## config.mk

```make
export PLATFORM = sky130hd
export DESIGN_NAME = mrelbp_ci_r6
export DESIGN_NICKNAME = d
export VERILOG_FILES = /design/src/common/mrelbp_cfg_pkg.sv /design/src/common/mrelbp_types_pkg.sv /design/src/mrelbp_ci/ci_scan_ctrl.sv /design/src/mrelbp_ci/ci_threshold.sv /design/src/mrelbp_ci/column_adder.sv /design/src/mrelbp_ci/mrelbp_ci_r6.sv /design/src/mrelbp_ci/window_accumulator.sv
export SDC_FILE = /design/constraint.sdc
export NUM_CORES = 1
export LEC_CHECK = 0
export ABC_AREA = 1
export BUFFER_PORTS_ARGS = -buffer_cell sky130_fd_sc_hd__buf_2
export CAP_MARGIN = 30
export CELL_PAD_IN_SITES_DETAIL_PLACEMENT = 1
export CELL_PAD_IN_SITES_GLOBAL_PLACEMENT = 1
export CORE_MARGIN = 2
export CORE_UTILIZATION = 49
export CTS_CLUSTER_SIZE = 40
export DETAILED_ROUTE_END_ITERATION = 10
export GPL_TIMING_DRIVEN = 1
export PLACE_DENSITY = 0.85
export SLEW_MARGIN = 10
export SYNTH_ARGS = -nofsm -noshare
export SYNTH_HDL_FRONTEND = slang
export SYNTH_HIERARCHICAL = 1
export SYNTH_SLANG_ARGS = --single-unit
```

## constraint.sdc

```tcl
create_clock -name clk -period 7.5 [get_ports clk]
set_input_delay 0.375 -clock clk [delete_from_list [all_inputs] [get_ports clk]]
set_output_delay 0.375 -clock clk [all_outputs]
set_load 0.05 [all_outputs]
```

## src/common/mrelbp_cfg_pkg.sv

```systemverilog
`default_nettype none

package mrelbp_cfg_pkg;

  // window geometry
  localparam int WIN        = 13;  // window side, rows per slice and buffer depth
  localparam int CENTER_IDX = 6;   // middle row / middle column of the window

  // datapath widths
  localparam int PIX_W    = 8;
  localparam int COLSUM_W = 12;  // 13 * 255 = 3315
  localparam int WINSUM_W = 16;  // 169 * 255 = 43095

  // 169 * center, same range as the window sum
  localparam int SCALE_W = 16;

endpackage

`default_nettype wire

```

## src/common/mrelbp_types_pkg.sv

```systemverilog
`default_nettype none

package mrelbp_types_pkg;
  import mrelbp_cfg_pkg::*;

  // one column slice, row 0 is the top of the band
  typedef logic [WIN-1:0][PIX_W-1:0] pix_col_t;

  typedef struct packed {
    logic band_first;  // first column of a band
    logic win_ready;   // column completes a full window
    logic band_last;
    logic frame_last;
  } col_tag_t;

  typedef struct packed {
    logic [COLSUM_W-1:0] colsum;
    logic [PIX_W-1:0]    mid_pix;  // row 6 of the column
    col_tag_t            tag;
  } col_entry_t;

  typedef struct packed {
    logic [WINSUM_W-1:0] winsum;
    logic [PIX_W-1:0]    center;  // pixel at the window center
    col_tag_t            tag;
  } win_t;

endpackage

`default_nettype wire

```

## src/mrelbp_ci/ci_scan_ctrl.sv

```systemverilog
`timescale 1ns/100ps
`default_nettype none

module ci_scan_ctrl
  import mrelbp_cfg_pkg::*;
  import mrelbp_types_pkg::*;
#(
  parameter int COLS = 15,
  parameter int ROWS = 15
) (
  input  logic     clk,
  input  logic     rst_n,
  input  logic     col_valid,
  output col_tag_t col_tag
);

  localparam int COL_W = (COLS > 1) ? $clog2(COLS) : 1;
  localparam int ROW_W = (ROWS > 1) ? $clog2(ROWS) : 1;

  logic [COL_W-1:0] col_cnt;
  logic [ROW_W-1:0] band_cnt;
  logic             last_col;
  logic             last_band;

  assign last_col  = (col_cnt == COL_W'(COLS - 1));
  assign last_band = (band_cnt == ROW_W'(ROWS - 1));

  always_ff @(posedge clk) begin
    if (!rst_n) begin
      col_cnt  <= '0;
      band_cnt <= '0;
    end else if (col_valid) begin
      if (last_col) begin
        col_cnt <= '0;
        if (last_band) begin
          band_cnt <= '0;
        end else begin
          band_cnt <= band_cnt + 1'b1;
        end
      end else begin
        col_cnt <= col_cnt + 1'b1;
      end
    end
  end

  // position flags for the column currently on the input
  always_comb begin
    col_tag.band_first = (col_cnt == '0);
    col_tag.win_ready  = (int'(col_cnt) >= WIN - 1);  // columns 12 .. COLS-1
    col_tag.band_last  = last_col;
    col_tag.frame_last = last_col && last_band;
  end

endmodule

`default_nettype wire

```

## src/mrelbp_ci/ci_threshold.sv

```systemverilog
`timescale 1ns/100ps
`default_nettype none

module ci_threshold
  import mrelbp_cfg_pkg::*;
  import mrelbp_types_pkg::*;
(
  input  logic clk,
  input  logic rst_n,
  input  logic win_valid,
  input  win_t win,
  output logic ci,
  output logic ci_valid,
  output logic band_done,
  output logic frame_done
);

  logic [SCALE_W-1:0] scaled;
  logic               take;

  // 169 = 128 + 32 + 8 + 1
  assign scaled = (SCALE_W'(win.center) << 7) + (SCALE_W'(win.center) << 5) +
                  (SCALE_W'(win.center) << 3) + SCALE_W'(win.center);

  assign take = win_valid && win.tag.win_ready;

  always_ff @(posedge clk) begin
    if (!rst_n) begin
      ci         <= 1'b0;
      ci_valid   <= 1'b0;
      band_done  <= 1'b0;
      frame_done <= 1'b0;
    end else begin
      ci_valid   <= take;
      band_done  <= win_valid && win.tag.band_last;
      frame_done <= win_valid && win.tag.frame_last;
      if (take) begin
        ci <= (scaled >= win.winsum);  // center at least the window mean
      end
    end
  end

endmodule

`default_nettype wire

```

## src/mrelbp_ci/column_adder.sv

```systemverilog
`timescale 1ns/100ps
`default_nettype none

module column_adder
  import mrelbp_cfg_pkg::*;
  import mrelbp_types_pkg::*;
(
  input  logic       clk,
  input  logic       rst_n,
  input  logic       col_valid,
  input  pix_col_t   col_pix,
  input  col_tag_t   col_tag,
  output logic       entry_valid,
  output col_entry_t entry
);

  localparam int NPAIR = (WIN + 1) / 2;

  logic [PIX_W:0]      pair_sum [NPAIR];
  logic [COLSUM_W-1:0] col_sum;

  // first level of the tree, neighbouring rows in pairs
  for (genvar p = 0; p < NPAIR; p++) begin : g_pair
    if (2 * p + 1 < WIN) begin : g_two
      assign pair_sum[p] = col_pix[2*p] + col_pix[2*p+1];
    end else begin : g_one
      assign pair_sum[p] = {1'b0, col_pix[2*p]};  // odd row left over
    end
  end

  always_comb begin
    col_sum = '0;
    for (int p = 0; p < NPAIR; p++) begin
      col_sum = col_sum + COLSUM_W'(pair_sum[p]);
    end
  end

  always_ff @(posedge clk) begin
    if (!rst_n) begin
      entry_valid <= 1'b0;
    end else begin
      entry_valid <= col_valid;
    end
  end

  always_ff @(posedge clk) begin
    if (col_valid) begin
      entry.colsum  <= col_sum;
      entry.mid_pix <= col_pix[CENTER_IDX];
      entry.tag     <= col_tag;
    end
  end

endmodule

`default_nettype wire

```

## src/mrelbp_ci/mrelbp_ci_r6.sv

```systemverilog
`timescale 1ns/100ps
`default_nettype none

module mrelbp_ci_r6
  import mrelbp_types_pkg::*;
#(
  parameter int COLS = 15,
  parameter int ROWS = 15
) (
  input  logic     clk,
  input  logic     rst_n,
  input  logic     col_valid,
  input  pix_col_t col_pix,
  output logic     ci,
  output logic     ci_valid,
  output logic     band_done,
  output logic     frame_done
);

  col_tag_t   col_tag;
  logic       entry_valid;
  col_entry_t entry;
  logic       win_valid;
  win_t       win;

  ci_scan_ctrl #(
    .COLS (COLS),
    .ROWS (ROWS)
  ) ci_scan_ctrl_i (
    .clk       (clk),
    .rst_n     (rst_n),
    .col_valid (col_valid),
    .col_tag   (col_tag)
  );

  column_adder column_adder_i (
    .clk         (clk),
    .rst_n       (rst_n),
    .col_valid   (col_valid),
    .col_pix     (col_pix),
    .col_tag     (col_tag),
    .entry_valid (entry_valid),
    .entry       (entry)
  );

  window_accumulator window_accumulator_i (
    .clk         (clk),
    .rst_n       (rst_n),
    .entry_valid (entry_valid),
    .entry       (entry),
    .win_valid   (win_valid),
    .win         (win)
  );

  ci_threshold ci_threshold_i (
    .clk        (clk),
    .rst_n      (rst_n),
    .win_valid  (win_valid),
    .win        (win),
    .ci         (ci),
    .ci_valid   (ci_valid),
    .band_done  (band_done),
    .frame_done (frame_done)
  );

endmodule

`default_nettype wire

```

## src/mrelbp_ci/window_accumulator.sv

```systemverilog
`timescale 1ns/100ps
`default_nettype none

module window_accumulator
  import mrelbp_cfg_pkg::*;
  import mrelbp_types_pkg::*;
(
  input  logic       clk,
  input  logic       rst_n,
  input  logic       entry_valid,
  input  col_entry_t entry,
  output logic       win_valid,
  output win_t       win
);

  // slot 0 holds the newest column
  logic [COLSUM_W-1:0] sum_q [WIN];
  logic [PIX_W-1:0]    mid_q [CENTER_IDX];  // middle pixels up to the window center
  logic [WIN-1:0]      slot_vld;  // slot holds a column of the current band

  logic [COLSUM_W-1:0] leaving;
  logic [WINSUM_W-1:0] next_sum;

  assign leaving = slot_vld[WIN-1] ? sum_q[WIN-1] : '0;

  // win.winsum doubles as the running sum
  always_comb begin
    if (entry.tag.band_first) begin
      next_sum = WINSUM_W'(entry.colsum);
    end else begin
      next_sum = win.winsum + WINSUM_W'(entry.colsum) - WINSUM_W'(leaving);
    end
  end

  always_ff @(posedge clk) begin
    if (!rst_n) begin
      slot_vld  <= '0;
      win_valid <= 1'b0;
    end else begin
      win_valid <= entry_valid;
      if (entry_valid) begin
        if (entry.tag.band_first) begin
          slot_vld <= WIN'(1);  // older columns belong to the previous band
        end else begin
          slot_vld <= {slot_vld[WIN-2:0], 1'b1};
        end
      end
    end
  end

  always_ff @(posedge clk) begin
    if (entry_valid) begin
      sum_q[0] <= entry.colsum;
      mid_q[0] <= entry.mid_pix;
      for (int i = 1; i < WIN; i++) begin
        sum_q[i] <= sum_q[i-1];
      end
      for (int i = 1; i < CENTER_IDX; i++) begin
        mid_q[i] <= mid_q[i-1];
      end
      win.winsum <= next_sum;
      win.center <= mid_q[CENTER_IDX-1];  // slot 6 once the shift is done
      win.tag    <= entry.tag;
    end
  end

endmodule

`default_nettype wire

```

==> out/qor.yml <==
status: "finished, final reports clean"
io_pins: 111
grt_max_degree: 168
wl_mm: 31.51
cp.arrival_ns: 4.48
fp.dieH_um: 174.9
crit_type: "primary input to flip-flop"
cts_post_setup_buffers_inserted: 0
post_cts_resized: 0
ant_nets: 0
ir_drop_mv: 0.2835
p_per_area_mw_per_mm2: 418.0
drtIter0Drc: 600
cp-start-kind: "primary input"
cts_tree: "yes"
worstMarginPinSlew_ns: 0.8899
yosysWarnings: 6
hpwl_mm: 23.13
root_buffer: "clkbuf_16"
r2r_cells: 18
htree_levels: 1
synth_fp_nets: 1474
timing.fmax_mhz: 237.5
synth_cells: 1190
cp_max_fo: 3
dr.pass1.iters: 6
fp.dieW_um: 174.9
power.leakage_uw: 0.007455
grt_usage_pct: 21.06
num_antenna_cells: 0
io_buffers: 110
syn_area_mm2: 0.01431
rsz0062_at_grt: "no"
cp_slowest_stage_delay_ns: 0.59
wl_per_cell_um: 18.25
avgSynthCellArea_um2: 12.03
clk_pin_slew_worst_paths_ns: 0.07
core_region_area_mm2: 0.02870
cts.path.max_buffers: 3
power_uw: 6801
whs_ns: 0.06220
grt_pass1_vias: 9605
drive_above_1_share_pct: 13.56
grt_pass1_wl_mm: 49.74
fin_tns_setup_ns: 0
hold_buffers: 0
finClkSkew_ns: 0.01843
slew_violations: 0
insertion_delay_ns: 0.52
rows: 62
hold_viol: 0
area_delta_synth_final_pct: 13.64
place_ws_ns: 2.881
max_cap_viol_count: 0
post-route-util_pct: 56.68
viasPerCell: 4.978
dieArea_mm2: 0.03060
hold_depth: 1
worstPathCellList: "buf_2, fa_1, inv_1, fa_1, fa_1, inv_1, fa_1, fa_1, ha_1, fa_1, nand2_1, nand2_1, nand3_1, nand2_1, nand2_1, nand2_1"
setup_viol: 0
vias: 8592
fin_nets: 1606
cp_common_cell: "fa_1"
period_minus_slack_ns: 4.211
antenna_found_initial: 0
initial_utilization_pct: 49.87
relSlewSlack_pct: 40.67
min_path_type: "primary input to flip-flop"
post-route-period-util_pct: 56.15
slowest_stage: "fa_1"
routabilityCongestion: 0.8436
fin_ws_ns: 3.289
worstPathRequired_ns: 7.77
drc: 0
endpoint_kind: "flip-flop"
grt_overflow: 0
numCtsBuffers: 26
numClockSinks: 282
==> worst max-delay path, delay by kind of cell <==
kind	cells	cell delay [ns]
buffers and inverters	3	0.28
adder cells (fa/ha/maj)	7	3.31
AND/OR/NAND/NOR	6	0.50
==> state kept, by name, summed over array words and instances, names as in the netlist, 4 cells and up <==
signal                         cells
column_adder_i/entry              24
window_accumulator_i/win          27
window_accumulator_i/mid_q        48
ci_scan_ctrl_i/band_cnt            4
window_accumulator_i/slot_vld     13
window_accumulator_i/sum_q       156
ci_scan_ctrl_i/col_cnt             4
==> layout by cell type, fill, tap and decap left out, types with 2 or more instances in the layout <==
master	count
bufinv_16	4
clkbuf_16	27
nor3_1	3
or2_1	4
clkinv_4	3
edfxtp_1	255
dfxtp_1	26
fa_1	105
clkinv_1	2
and2_1	5
inv_1	312
nand2_1	184
inv_6	2
clkinv_2	5
nor2_2	5
a21oi_1	39
buf_2	110
nand3_1	36
nand3b_1	3
nor2_1	59
ha_1	72
o21bai_1	3
o21ai_0	21
inv_2	3
nand4_1	3
o22ai_1	2
o21ai_1	5
buf_16	2
nor4_1	4
xor2_1	4
nand3_2	4
clkbuf_1	4
nand2_2	10
xnor2_1	7
==> final cells by class <==
type                       instances  area (um2)
timing repair buffer             113       625.6
multi-input combinational        584        4883
tap                              384       480.5
inverter                         315        1182
sequential                       282        8202
clock buffer                      31       690.7
fill                            3000       12430
clock inverter                    17       203.9
==> per-stage QoR <==
| stage | instances | instance area, um2 |
|---|---|---|
| global placement | 1676 | 15320 |
| global route | 1726 | 16270 |
| detailed placement | 1677 | 15350 |
| finish | 1726 | 16270 |
| CTS | 1725 | 16240 |
| floorplan | 1190 | 14320 |
==> layer usage <==
| layer | GRT usage (%) | share of wire, % |
|---|---|---|
| met5 | 0 | 0 |
| met4 | 7.813 | 3.8 |
| met3 | 2.981 | 5.0 |
| met2 | 38.32 | 51 |
| met1 | 25.46 | 40 |
==> power by group <==
group | total (uW) | internal (uW) | switching (uW)
combinational | 3350 | 1190 | 2150
sequential | 2070 | 1980 | 92.1
clock | 1380 | 803 | 577
total | 6800 | 3980 | 2820
==> path summary, 6_finish.rpt <==
check,slack (ns),to,from
worst max-delay path,3.29,column_adder_i/entry[22],col_pix[1]
worst min-delay path,0.06,column_adder_i/entry[6],col_pix[50]
worst max register to register,3.95,ci_threshold_i/ci,window_accumulator_i/win[6]
worst min register to register,0.42,window_accumulator_i/sum_q[0][20],window_accumulator_i/sum_q[0][8]
Power figures use the tool's default switching activity.
